$ cat src/mem_pkg.sv
`default_nettype none

package mem_pkg;

   ////////////////////////////////////////////////////////////
   // Memory geometry and timing
   ////////////////////////////////////////////////////////////

   // Word address width of the data RAM
   localparam int unsigned RAM_ADDR_W = 8;
   localparam int unsigned RAM_DEPTH  = 2 ** RAM_ADDR_W;

   // Stall cycles per access before the RAM completes
   localparam int unsigned MEM_LATENCY = 2;
   localparam int unsigned BUSY_CNT_W  = $clog2(MEM_LATENCY + 1);

   ////////////////////////////////////////////////////////////
   // Encodings
   ////////////////////////////////////////////////////////////

   typedef enum logic [3:0] {
      OP_NONE = 4'd0,
      OP_LB   = 4'd1,
      OP_LH   = 4'd2,
      OP_LW   = 4'd3,
      OP_LBU  = 4'd4,
      OP_LHU  = 4'd5,
      OP_SB   = 4'd6,
      OP_SH   = 4'd7,
      OP_SW   = 4'd8
   } op_type_t;

   // Source of the register file write value
   typedef enum logic [1:0] {
      WB_ALU  = 2'd0,
      WB_LOAD = 2'd1,
      WB_IMM  = 2'd2,
      WB_PC4  = 2'd3
   } wb_sel_t;

   ////////////////////////////////////////////////////////////
   // Pipeline records
   ////////////////////////////////////////////////////////////

   // Record from execute into the memory stage
   typedef struct packed {
      op_type_t    op;
      logic        reg_wb_en;
      logic [4:0]  rd;
      logic [31:0] alu_out;
      wb_sel_t     wb_sel;
      logic [31:0] imm;
      logic [31:0] pc;
      logic        is_mem;
      logic [31:0] rs2_data;
   } ex_mem_t;

   // Registered record between memory and writeback
   typedef struct packed {
      logic        reg_wb_en;
      logic [4:0]  rd;
      logic [31:0] alu_out;
      wb_sel_t     wb_sel;
      logic [31:0] imm;
      logic [31:0] pc;
      logic [31:0] load_val;
   } mem_wb_t;

   // Register file write port
   typedef struct packed {
      logic        en;
      logic [4:0]  rd;
      logic [31:0] data;
   } wb_t;

   // Data RAM request, addr is a word address
   typedef struct packed {
      logic                  en;
      logic [RAM_ADDR_W-1:0] addr;
      logic [31:0]           wdata;
      logic [3:0]            be;
   } ram_req_t;

endpackage

`default_nettype wire

$ cat src/cache_access_unit.sv
`timescale 1ns/1ps
`default_nettype none

module cache_access_unit (
   input  logic [1:0]        addr_align_i,
   input  logic [31:0]       core_raw_data_i,
   input  logic [31:0]       cache_raw_data_i,
   input  mem_pkg::op_type_t op_i,
   output logic [3:0]        write_en_o,
   output logic [31:0]       core_normalized_data_o,
   output logic [31:0]       cache_normalized_data_o
);

   import mem_pkg::*;

   logic [7:0]  load_byte;
   logic [15:0] load_half;

   ////////////////////////////////////////////////////////////
   // Store path
   ////////////////////////////////////////////////////////////

   // Replicate the store data across lanes so only the enables
   // depend on the byte offset
   always_comb begin
      core_normalized_data_o = core_raw_data_i;
      write_en_o             = 4'b0000;
      case (op_i)
         OP_SB: begin
            core_normalized_data_o = {4{core_raw_data_i[7:0]}};
            write_en_o             = 4'b0001 << addr_align_i;
         end
         OP_SH: begin
            core_normalized_data_o = {2{core_raw_data_i[15:0]}};
            if (addr_align_i[1]) begin
               write_en_o = 4'b1100;
            end else begin
               write_en_o = 4'b0011;
            end
         end
         OP_SW: begin
            write_en_o = 4'b1111;
         end
         default: begin
            // Loads and bubbles never write
            write_en_o = 4'b0000;
         end
      endcase
   end

   ////////////////////////////////////////////////////////////
   // Load path
   ////////////////////////////////////////////////////////////

   // Lane picked by the low address bits
   assign load_byte = cache_raw_data_i[{addr_align_i, 3'b000} +: 8];
   assign load_half = addr_align_i[1] ? cache_raw_data_i[31:16] : cache_raw_data_i[15:0];

   always_comb begin
      case (op_i)
         OP_LB: begin
            cache_normalized_data_o = {{24{load_byte[7]}}, load_byte};
         end
         OP_LBU: begin
            cache_normalized_data_o = {24'h000000, load_byte};
         end
         OP_LH: begin
            cache_normalized_data_o = {{16{load_half[15]}}, load_half};
         end
         OP_LHU: begin
            cache_normalized_data_o = {16'h0000, load_half};
         end
         OP_LW: begin
            cache_normalized_data_o = cache_raw_data_i;
         end
         default: begin
            cache_normalized_data_o = 32'h0000_0000;
         end
      endcase
   end

endmodule

`default_nettype wire

$ cat src/memory_stage.sv
`timescale 1ns/1ps
`default_nettype none

module memory_stage (
   input  logic              clk_i,
   input  logic              rst_i,
   input  mem_pkg::ex_mem_t  ex_mem_i,
   input  logic              ram_busywait_i,
   input  logic [31:0]       ram_rdata_i,
   output mem_pkg::ram_req_t ram_req_o,
   output mem_pkg::mem_wb_t  mem_wb_o
);

   import mem_pkg::*;

   logic [31:0] store_data;
   logic [3:0]  store_be;
   logic [31:0] load_val;

   mem_wb_t mem_wb_d;
   mem_wb_t mem_wb_q;

   ////////////////////////////////////////////////////////////
   // Data alignment
   ////////////////////////////////////////////////////////////

   cache_access_unit cau0 (
      .addr_align_i            (ex_mem_i.alu_out[1:0]),
      .core_raw_data_i         (ex_mem_i.rs2_data),
      .cache_raw_data_i        (ram_rdata_i),
      .op_i                    (ex_mem_i.op),
      .write_en_o              (store_be),
      .core_normalized_data_o  (store_data),
      .cache_normalized_data_o (load_val)
   );

   ////////////////////////////////////////////////////////////
   // RAM request
   ////////////////////////////////////////////////////////////

   // Word address taken from the ALU result, low bits select lanes
   always_comb begin
      ram_req_o.en    = ex_mem_i.is_mem;
      ram_req_o.addr  = ex_mem_i.alu_out[RAM_ADDR_W+1:2];
      ram_req_o.wdata = store_data;
      ram_req_o.be    = store_be;
   end

   ////////////////////////////////////////////////////////////
   // Memory / writeback register
   ////////////////////////////////////////////////////////////

   always_comb begin
      mem_wb_d.reg_wb_en = ex_mem_i.reg_wb_en;
      mem_wb_d.rd        = ex_mem_i.rd;
      mem_wb_d.alu_out   = ex_mem_i.alu_out;
      mem_wb_d.wb_sel    = ex_mem_i.wb_sel;
      mem_wb_d.imm       = ex_mem_i.imm;
      mem_wb_d.pc        = ex_mem_i.pc;
      mem_wb_d.load_val  = load_val;
   end

   // Hold the previous record while the RAM stalls
   always_ff @(posedge clk_i) begin
      if (rst_i) begin
         mem_wb_q <= '0;
      end else if (!ram_busywait_i) begin
         mem_wb_q <= mem_wb_d;
      end
   end

   assign mem_wb_o = mem_wb_q;

endmodule

`default_nettype wire

$ cat config.mk
export PLATFORM = sky130hd
export DESIGN_NAME = memory_stage
export DESIGN_NICKNAME = d
export VERILOG_FILES = /design/src/mem_pkg.sv /design/src/cache_access_unit.sv /design/src/memory_stage.sv
export SDC_FILE = /design/constraint.sdc
export NUM_CORES = 1
export LEC_CHECK = 0
export BUFFER_PORTS_ARGS = -buffer_cell sky130_fd_sc_hd__buf_2
export CORE_AREA = 3 3 139 141
export DETAILED_ROUTE_END_ITERATION = 10
export DIE_AREA = 0 0 142 144
export PLACE_DENSITY = 0.65
export SYNTH_ARGS = -nofsm -noshare
export SYNTH_HDL_FRONTEND = slang
export SYNTH_SLANG_ARGS = --single-unit
$ cat constraint.sdc
create_clock -name clk_i -period 2 [get_ports clk_i]
set_clock_uncertainty 0.05 [all_clocks]
set_input_delay 0.1 -clock clk_i [delete_from_list [all_inputs] [get_ports clk_i]]
set_output_delay 0.1 -clock clk_i [all_outputs]
set_load 0.1 [all_outputs]
==> Implementation_results.wiki <==
{| class="wikitable"
! Metric !! Value
|-
| Final core occ || 0.546
|-
| Hold_ws || 0.0239 ns
|-
| Critical path required time || about 2.2 ns
|-
| Fraction of registers with async set/reset || 0
|-
| Cell area reported after detailed placement || slightly above 8000 um2
|-
| Final Max Tran Viols || 0
|-
| Area occupied by multi-input gates || around 2900 um2
|-
| Area leader, netlist || dfxtp_1
|-
| Worst Max-Slew Pin Slew || roughly 0.53 ns
|-
| Register area || between 2000 and 3000 um2
|-
| IR Drop Worst-Case VDD || 0.000612 V
|-
| Per-cell routed wire length || ~17 um
|-
| H-tree level count || 4
|-
| TritonRoute pass-1 iters || 4
|-
| Final hold violation count || 0
|-
| Count of synthesis-stage warnings from yosys || 0
|-
| TritonCTS buffer count || 17
|-
| Area of all placed cells without fillers || between 9000 and 10,000 um2
|-
| Hpwl dp || around 15 mm
|-
| Number of buffers inserted by port buffering || about 350
|-
| Cell count after synthesis || 620
|-
| Initial DRC Count || roughly 300
|-
| XOR/XNOR share of the synthesized area || 0.00147
|-
| Worst max-slew margin expressed relative to the limit || 0.647
|-
| Number of enable flip-flop cells after synthesis || 0
|-
| # clock sinks || ~140
|-
| Fraction of layout instances using a drive strength above 1 || 0.408
|-
| Final worst path period share || 0.901
|-
| # resized after CTS || 0
|-
| Final count of negative-setup-slack endpoints || 0
|-
| Number of inserted filler cells in the final layout || between 1.5k and 2k
|-
| Setup crit start kind || primary input
|-
| Static power due to leakage || 0.00503 uW
|-
| Unrepaired setup endpoints after global routing || no
|-
| Chip Width || between 100 and 150 um
|-
| Count of max-cap constraint violations || 0
|-
| Global routing usage summed across all routing layers || 0.202
|-
| Post-synthesis mux area share || 0.249
|-
| Clock Tree Buf Depth || 2
|-
| Core footprint || between 15,000 and 20,000 um2
|-
| Post-synthesis area per instance || about 9.6 um2
|-
| Combinational family with the most area after synthesis || multiplexers
|-
| Clock network latency to the later pin of the worst-skew pair || 0.41 ns
|-
| Flip-flop and latch count after synthesis || approximately 140
|-
| Most frequent cells after synthesis || dfxtp_1 (136), mux2i_1 (119), nor2_1 (108)
|-
| Gp weighted congestion || roughly 0.85
|-
| Cell types with the largest area share after synthesis || dfxtp_1 (46%), mux2i_1 (20%), nor2_1 (6.8%)
|-
| Simple logic cell fraction of the synthesized area || 0.120
|-
| Clock-pin slew on the worst setup and hold paths || 0.06 ns
|-
| Global-route wire length before repair || around 33 mm
|-
| Site Rows || 49
|-
| Worst slack, placed || around 0.21 ns
|-
| Maximum number of pins on one net before global-route repair || 70
|-
| Number of nets in the finished design || roughly 1.2k
|-
| Share of Yosys cell area claimed by the top area cell type || 0.456
|-
| Number of antenna violations at the first check in global routing || 1
|-
| Clock tree from TritonCTS || built
|-
| Fraction of the mapped netlist area in compound gates || 0.112
|-
| Setup TNS || 0 ns
|-
| Io pins || approximately 360
|-
| Endpoint type of the worst setup path || flop
|-
| Category of the critical setup timing path || in2reg
|-
| Outcome || finished clean
|-
| Synthesized Nets || around 800
|-
| Library cells used by synthesis || 38
|-
| Max Clk Rate || about 550 MHz
|-
| GR Overflow Total || 0
|-
| Post-detailed-routing wire length || about 22 mm
|-
| Area of the die || 20,400 um2
|-
| HP Class || in2reg
|-
| Setup bufs post-CTS || 0
|-
| Remaining routing DRC violations || 0
|-
| Adder-cell share of the synthesized area || 0
|-
| Antenna Nets Post-Route || 0
|-
| Minimum setup slack in the final design || ~0.2 ns
|-
| Total power divided by cell area || 874 nW/um2
|-
| Worst path arrival time || 2.02 ns
|-
| Effective utilization at floorplan || 0.330
|-
| Area of the mapped netlist || ~6000 um2
|-
| Layout area overhead || 65.6%
|-
| Vias in the first global route || around 6.3k
|-
| Max reg flops || 136
|-
| Sequential fraction of the synthesis area || 0.456
|-
| Total vias in the final route || 6,191
|-
| Post-synth top flop || dfxtp_1
|-
| Cell chosen for the clock root || clkbuf_16
|-
| Final critical-path required period || around 1.8 ns
|-
| Height of the die || between 100 and 150 um
|-
| Most frequently used cell type in the post-synthesis netlist || dfxtp_1
|-
| Number of vias per cell after detailed routing || roughly 4.8
|-
| Highest fanout seen on the critical path || 8
|}
placed cells by master, fill, tap and decap left out, types with 2 or more instances in the layout:
cell / count
a21oi_1: 17
o21ai_1: 8
buf_2: 332
inv_6: 4
a21o_1: 16
mux2_2: 24
buf_4: 12
mux2i_1: 119
clkinv_8: 3
nand3b_1: 2
dlygate4sd3_1: 112
inv_1: 9
nor2b_1: 3
nor2_1: 108
a221oi_1: 30
dfxtp_1: 136
diode_2: 2
clkbuf_16: 17
buf_12: 23
clkinv_4: 2
o211ai_1: 7
nor3_1: 2
inv_8: 3
nand2_1: 51
clkinvlp_4: 3
cell type report:
| class | count | area share |
|---|---|---|
| Clock buffer | 17 | 0.0431 |
| Antenna cell | 2 | 0.000507 |
| Sequential cell | 136 | 0.276 |
| Multi-Input combinational cell | 409 | 0.294 |
| Timing Repair Buffer | 480 | 0.339 |
| Clock inverter | 15 | 0.0160 |
| Tap cell | 229 | 0.0290 |
| Inverter | 9 | 0.00342 |
per-layer routing:
metal,global-route usage,vias to the layer above,wire length (um)
li1,-,3024,-
met1,0.239,2853,8860
met2,0.338,268,10500
met3,0.0589,46,1560
met4,0.0924,0,708
met5,0,-,0
power breakdown:
group          total [uW]  switching (uW)  leakage [uW]  internal [uW]
Clock                3060            1400      0.000275           1660
Combinational        2660            1940       0.00364            719
Sequential           2920            71.1       0.00112           2850
Total                8640            3410       0.00503           5230
kinds of logic after synthesis:
group / after synthesis
simple gates: 175
mux: 144
flops: 136
compound gates: 89
buf+inv: 75
xor+xnor: 1
what timing repair did:
| action | in CTS | in global routing |
|---|---|---|
| hold buffers | 112 | 0 |
| hold endpoints to repair | 112 | 0 |
| setup endpoints to repair | 0 | 0 |
through the flow:
stage	total power, uW	std cells
after detailed placement	5450	1151
after global routing	8940	1296
after floorplan	4870	620
after global placement	5430	1151
final	8640	1297
after CTS	8700	1295
critical path, cell delays in order:
cell,delay (ns)
dlygate4sd3_1,0.55
buf_2,0.15
mux4_2,0.51
and3_1,0.30
a221oi_1,0.28
a221oi_1,0.14
worst paths after layout:
check	from	to	slack, ns	cells after the start
worst max register to register	mem_wb_o[10]	mem_wb_o[10]	0.99	2
worst min-delay path	ram_rdata_i[21]	mem_wb_o[21]	0.02	4
worst min register to register	mem_wb_o[21]	mem_wb_o[21]	0.40	1
worst max-delay path	ram_rdata_i[15]	mem_wb_o[10]	0.20	6
Note: power is estimated with default switching activity, not from simulation.
