==> src/mem_pkg.sv <==
`default_nettype none

package mem_pkg;

   ////////////////////////////////////////////////////////////
   // Memory geometry and timing
   ////////////////////////////////////////////////////////////

   // Word address width of the data RAM
   localparam int unsigned RAM_ADDR_W = 8;
   localparam int unsigned RAM_DEPTH  = 2 ** RAM_ADDR_W;

   // Stall cycles per access before the RAM completes
   localparam int unsigned MEM_LATENCY = 2;
   localparam int unsigned BUSY_CNT_W  = $clog2(MEM_LATENCY + 1);

   ////////////////////////////////////////////////////////////
   // Encodings
   ////////////////////////////////////////////////////////////

   typedef enum logic [3:0] {
      OP_NONE = 4'd0,
      OP_LB   = 4'd1,
      OP_LH   = 4'd2,
      OP_LW   = 4'd3,
      OP_LBU  = 4'd4,
      OP_LHU  = 4'd5,
      OP_SB   = 4'd6,
      OP_SH   = 4'd7,
      OP_SW   = 4'd8
   } op_type_t;

   // Source of the register file write value
   typedef enum logic [1:0] {
      WB_ALU  = 2'd0,
      WB_LOAD = 2'd1,
      WB_IMM  = 2'd2,
      WB_PC4  = 2'd3
   } wb_sel_t;

   ////////////////////////////////////////////////////////////
   // Pipeline records
   ////////////////////////////////////////////////////////////

   // Record from execute into the memory stage
   typedef struct packed {
      op_type_t    op;
      logic        reg_wb_en;
      logic [4:0]  rd;
      logic [31:0] alu_out;
      wb_sel_t     wb_sel;
      logic [31:0] imm;
      logic [31:0] pc;
      logic        is_mem;
      logic [31:0] rs2_data;
   } ex_mem_t;

   // Registered record between memory and writeback
   typedef struct packed {
      logic        reg_wb_en;
      logic [4:0]  rd;
      logic [31:0] alu_out;
      wb_sel_t     wb_sel;
      logic [31:0] imm;
      logic [31:0] pc;
      logic [31:0] load_val;
   } mem_wb_t;

   // Register file write port
   typedef struct packed {
      logic        en;
      logic [4:0]  rd;
      logic [31:0] data;
   } wb_t;

   // Data RAM request, addr is a word address
   typedef struct packed {
      logic                  en;
      logic [RAM_ADDR_W-1:0] addr;
      logic [31:0]           wdata;
      logic [3:0]            be;
   } ram_req_t;

endpackage

`default_nettype wire

==> src/writeback_stage.sv <==
`timescale 1ns/1ps
`default_nettype none

module writeback_stage (
   input  mem_pkg::mem_wb_t mem_wb_i,
   output mem_pkg::wb_t     wb_o
);

   import mem_pkg::*;

   logic [31:0] pc_plus4;

   assign pc_plus4 = mem_wb_i.pc + 32'd4;

   // Pick the write value by source select
   always_comb begin
      case (mem_wb_i.wb_sel)
         WB_ALU: begin
            wb_o.data = mem_wb_i.alu_out;
         end
         WB_LOAD: begin
            wb_o.data = mem_wb_i.load_val;
         end
         WB_IMM: begin
            wb_o.data = mem_wb_i.imm;
         end
         default: begin
            // WB_PC4, return address for jumps
            wb_o.data = pc_plus4;
         end
      endcase
   end

   // x0 is hardwired to zero, never write it
   assign wb_o.en = mem_wb_i.reg_wb_en && (mem_wb_i.rd != 5'd0);
   assign wb_o.rd = mem_wb_i.rd;

endmodule

`default_nettype wire
==> config.mk <==
export PLATFORM = sky130hd
export DESIGN_NAME = writeback_stage
export DESIGN_NICKNAME = d
export VERILOG_FILES = /design/src/mem_pkg.sv /design/src/writeback_stage.sv
export SDC_FILE = /design/constraint.sdc
export NUM_CORES = 1
export LEC_CHECK = 0
export ABC_AREA = 1
export BUFFER_PORTS_ARGS = -buffer_cell sky130_fd_sc_hd__buf_2
export CAP_MARGIN = 20
export CELL_PAD_IN_SITES_DETAIL_PLACEMENT = 1
export CELL_PAD_IN_SITES_GLOBAL_PLACEMENT = 1
export CORE_ASPECT_RATIO = 1.4
export CORE_MARGIN = 2
export CORE_UTILIZATION = 21
export DETAILED_ROUTE_END_ITERATION = 10
export PLACE_DENSITY = 0.92
export SYNTH_ARGS = -nofsm -noshare
export SYNTH_HDL_FRONTEND = slang
export SYNTH_SLANG_ARGS = --single-unit
==> constraint.sdc <==
create_clock -name vclk -period 1.1
set_input_delay 0.055 -clock vclk [all_inputs]
set_output_delay 0.055 -clock vclk [all_outputs]
set_load 0.01 [all_outputs]
==> flow_summary.toml, run 1 <==
[detailed_routing]
ant_nets = 0
remaining_drc_errors = 0
drt_iter0_markers = 79
vias_per_cell = 4.806
wl_per_cell_um = 14.63
wirelength_mm = 9.526
via_count = 3129
first_pass_iters = 4

[timing]
tightest_slew_ns = 0.2786
setup_slack_ns = -0.2048
final-hold-violation-count = 0
finalSetupViolCount = 24
finalCritPeriodShare_pct = 118.6
slew_violations = 0
min_period_ns = 1.305
clock.fmax_mhz = 766.4
timing.slew.headroom_pct = 81.19
tns_ns = -3.268
rsz0062_at_grt = "true"

[die]
die_w_um = 79.94
num_io_pins = 174
fp-row-count = 38
core_um2 = 7797
die_h_um = 110.3
dieArea_um2 = 8819
initial_core_util_pct = 21.74

[yosys]
synth_top_family_by_area = "simple AND/OR/NAND/NOR gates"
synth_nets = 484
synth.avg_cell_area_um2 = 4.886
synth_area_um2 = 1695
syn_inst = 347
synthTopCellsByArea = "nand2_1 33%, a22o_1 12%, nor2_1 9.1%"
synth_top_area_share_pct = 33.43
yosysSeqAreaShare_pct = 0
synthDistinctLibCells = 24
synth.most_common_cell = "nand2_1"
synth_commonest_cells = "151 x nand2_1, 41 x nor2_1, 26 x inv_1"
synth_xor_area_share_pct = 3.616
synth_mux_area_share_pct = 0
yosys.area.top_type = "nand2_1"
synth-compound-area-share_pct = 24.43
synth_fa_ha_area_share_pct = 0.7380
ys_warn_count = 0
synth-simple-area-share_pct = 60.00

[finish]
drive_gt1_share_pct = 49.73
seq_cell_count = 0
multi_input_area_um2 = 1665
regArea_um2 = 0
diodes = 0
nFillCells = 1125
area_growth_pct = 88.49
design_area_um2 = 3196
post-route-util_pct = 40.98
nets = 690
nClkBuffers = 0

[placement]
post-place-ws_ns = -0.3586
dp.final_hpwl_mm = 8.137
gp_congestion = 0.8909
numPortBuffers = 174
place_area_um2 = 2964

[worst_setup_path]
cp-start-kind = "primary input"
cp_data_required_time_ns = 1.04
worstSetupEndpoint = "wb_o[20]"
critPathMaxFanout = 5
path_class = "in -> out"
critPathCaptureType = "output port"
cp.arrival_ns = 1.25
cp-startpoint = "mem_wb_i[35]"

[worst_hold_path]
hold_class = "in -> out"
worstHoldPathCells = 2

[grt]
track_usage_pct = 20.37
overflow = 0
antenna_found_initial = 0
grt_max_degree = 23
grt_pass1_vias = 3456
grt_pass1_wl_mm = 14.78

[run_status]
status = "complete, but fails checks"
violations = "setup timing"

[power]
p_per_area_nw_per_um2 = 358.4
swShare_pct = 50.82
total_power_mw = 1.145
power.share.sequential_pct = 0
ir_worst_vdd_uv = 184.6
pwr-share-clk_pct = 0
p_sw_mw = 0.5821
power_frac_comb_pct = 100.0
p_int_mw = 0.5632
leakage_nw = 1.764

[flow_run]
drv_cap = 0
==> how the worst min path moves through the flow <==
stage | start | to | slack, ns
after floorplan | mem_wb_i[130] | wb_o[32] | 0.20
after global placement | mem_wb_i[131] | wb_o[33] | 0.31
after detailed placement | mem_wb_i[131] | wb_o[33] | 0.31
after CTS | mem_wb_i[131] | wb_o[33] | 0.31
after global routing | mem_wb_i[131] | wb_o[33] | 0.32
final | mem_wb_i[131] | wb_o[33] | 0.31
==> metrics by stage <==
stage / hold WS [ns] / std cells
floorplan: 0.2018 / 347
global placement: 0.3057 / 647
detailed placement: 0.3094 / 647
CTS: 0.3095 / 649
global route: 0.3200 / 651
finish: 0.3079 / 651
==> per-layer routing <==
layer | global-route usage (%) | vias to the layer above | routed length (µm)
li1 | - | 1530 | -
met1 | 19.74 | 1478 | 3275
met2 | 44.05 | 103 | 5619
met3 | 1.954 | 18 | 437
met4 | 5.085 | 0 | 193
met5 | 0 | - | 0
==> worst max-delay path, stage by stage <==
cell and delay [ns]:
buf_8 0.08, ha_4 0.14, nand2_4 0.05, nor2_4 0.17, nand3b_1 0.19, o21ai_1 0.20
nand2_1 0.10, nand2_1 0.07, nand2_1 0.05, buf_2 0.13
==> repair_timing <==
| action | 4_1_cts | 5_1_grt |
|---|---|---|
| pin swaps | 30 | 27 |
| gates resized for setup | 42 | 27 |
| hold buffers | 0 | 0 |
| endpoints found under the setup margin | 28 | 28 |
| setup buffers | 2 | 2 |
==> cell families after synthesis <==
| family | count (synthesis) |
|---|---|
| xor+xnor | 7 |
| buf+inv | 43 |
| simple gates | 233 |
| fa+ha+maj | 1 |
| compound gates | 63 |
==> area by class of cell <==
| cell class | count | share of cell area (%) |
|---|---|---|
| multi-input combinational | 304 | 52.11 |
| timing repair buffer | 221 | 40.92 |
| tap | 100 | 3.915 |
| inverter | 26 | 3.054 |
==> cell usage in the layout (no fill, tap or decap), drive strengths merged, types with 2 or more instances in the layout <==
cell type,synthesis,final
nand3b,8,8
o21ai,12,12
nand4,8,8
xnor2,2,2
nor2,51,51
and2,2,2
a22o,24,24
nand2,155,155
nand3,6,6
inv,26,26
buf,13,221
a21oi,24,24
nor3,2,2
xor2,5,5
a21boi,2,2
==> power by group through the flow <==
stage               clock network, mW  logic, mW  registers [mW]
floorplan                           0      0.454               0
global placement                    0       1.02               0
detailed placement                  0       1.07               0
CTS                                 0       1.11               0
global route                        0       1.25               0
finish                              0       1.15               0
Power figures use the tool's default switching activity.
==> inputs of run 2 (changes only) <==
--- a/config.mk
+++ b/config.mk
@@ -10,7 +10,7 @@
 export CAP_MARGIN = 20
 export CELL_PAD_IN_SITES_DETAIL_PLACEMENT = 1
 export CELL_PAD_IN_SITES_GLOBAL_PLACEMENT = 1
-export CORE_ASPECT_RATIO = 1.4
+export CORE_ASPECT_RATIO = 0.9
 export CORE_MARGIN = 2
 export CORE_UTILIZATION = 21
 export DETAILED_ROUTE_END_ITERATION = 10
==> flow_summary.toml, run 2 (same netlist as run 1, synthesis figures left out) <==
[timing]
final-hold-violation-count = 0
clock.fmax_mhz = 753.7
slew_violations = 0
tightest_slew_ns = 0.3046
hold_ws_ns = 0.3120
min_period_ns = 1.327
finalCritPeriodShare_pct = 120.6
rsz0062_at_grt = "true"
finalSetupViolCount = 27
timing.slew.headroom_pct = 79.43
setup_slack_ns = -0.2267

[power]
pwr-share-clk_pct = 0
swShare_pct = 52.27
p_sw_mw = 0.6511
ir_worst_vdd_uv = 205.7
leakage_nw = 1.820
p_int_mw = 0.5945
total_power_mw = 1.246
power_frac_comb_pct = 100.0
p_per_area_nw_per_um2 = 368.2
power.share.sequential_pct = 0

[finish]
diodes = 0
nClkBuffers = 0
drive_gt1_share_pct = 52.45
final_cell_mix = "163 x buf_2, 131 x nand2_1, 41 x buf_4, 24 x a22o_1, 23 x a21oi_1"
nets = 690
nFillCells = 1090
seq_cell_count = 0
regArea_um2 = 0
area_growth_pct = 99.56
stdcell_count = 650
final_common_cell = "buf_2"

[detailed_routing]
first_pass_iters = 4
remaining_drc_errors = 0
wl_met3_um = 643
highest_layer = "met4"
met2_length_mm = 6.080
via_count = 3314
ant_nets = 0
route.layer.met1.wl_mm = 4.331
wl_per_cell_um = 17.76
drt_iter0_markers = 153
wirelength_mm = 11.55
vias_per_cell = 5.098

[flow_run]
drv_cap = 0

[die]
initial_core_util_pct = 21.32
fp-row-count = 31
core_um2 = 7951
die_w_um = 98.71
die_h_um = 89.24
dieArea_um2 = 8809
num_io_pins = 174

[worst_setup_path]
path_class = "in -> out"
critPathCaptureType = "output port"
cp-start-kind = "primary input"
cp.arrival_ns = 1.27
cp_data_required_time_ns = 1.04
critPathMaxFanout = 4

[worst_hold_path]
hold_class = "in -> out"
worstHoldPathCells = 2

[grt]
grt_pass1_vias = 3267
overflow = 0
track_usage_pct = 21.36
antenna_found_initial = 0
grt_pass1_wl_mm = 15.43
grt_max_degree = 20

[placement]
dp.final_hpwl_mm = 8.051
gp_congestion = 0.8931
dpl.cell_count = 639
numPortBuffers = 174

[run_status]
violations = "setup timing"
status = "complete, but fails checks"
run 2: cell types whose count changed in the layout (fill, tap and decap cells not counted), moves of 2 or more:
cell,previous run,this run
nand2_2,12,16
nor2_2,14,12
nor2_4,15,19
nand2_1,139,131
clkbuf_4,0,2
buf_12,3,5
nand2_4,4,8
nor2_1,22,20
buf_2,169,163
run 2: what timing repair did:
action                     CTS  global route
cloned                       1             1
setup buffers                3             6
pin swaps                   32            37
hold buffers                 0             0
gates resized for setup     48            59
setup endpoints to repair   27            29
run 2: cell type report:
cell class / instances / area, µm² / area share [%]
inverter: 26 / 100.1 / 2.959
multi-input combinational: 304 / 1770 / 52.33
tap: 99 / 123.9 / 3.661
timing repair buffer: 221 / 1389 / 41.05
run 2: worst max-delay path, cell delays in order:
cell      delay, ns
buf_8          0.08
ha_4           0.14
nand2_4        0.05
nor2_4         0.15
buf_6          0.13
nand2_4        0.05
nor2_4         0.15
nand3b_1       0.12
nand2_1        0.10
nand2_1        0.06
nand2_1        0.05
buf_2          0.12
run 2: metrics by stage:
stage                     TNS, ns  worst slack (ns)  util (%)  area (µm²)
after floorplan                 0           0.07578         -        1695
after global placement     -3.989           -0.2932     36.92        2935
after detailed placement   -5.227           -0.3586     36.92        2935
after CTS                  -3.005           -0.1996     39.26        3122
after global routing       -5.886           -0.2983     42.55        3383
final                      -3.701           -0.2267     42.55        3383
run 2: path summary, 6_finish.rpt:
path	endpoint	startpoint	slack [ns]
min	wb_o[32]	mem_wb_i[130]	0.31
max	wb_o[24]	mem_wb_i[35]	-0.23
run 2: power by group through the flow:
stage | registers (mW) | logic (mW) | clock network [mW]
after CTS | 0 | 1.13 | 0
after detailed placement | 0 | 1.06 | 0
final | 0 | 1.25 | 0
after global placement | 0 | 1.01 | 0
after global routing | 0 | 1.34 | 0
after floorplan | 0 | 0.454 | 0
run 2: metal layers:
layer  up-vias  global-route usage [%]
li1       1533                       -
met1      1550                   24.20
met2       185                   44.47
met3        46                   1.329
met4         0                   3.985
met5         -                       0
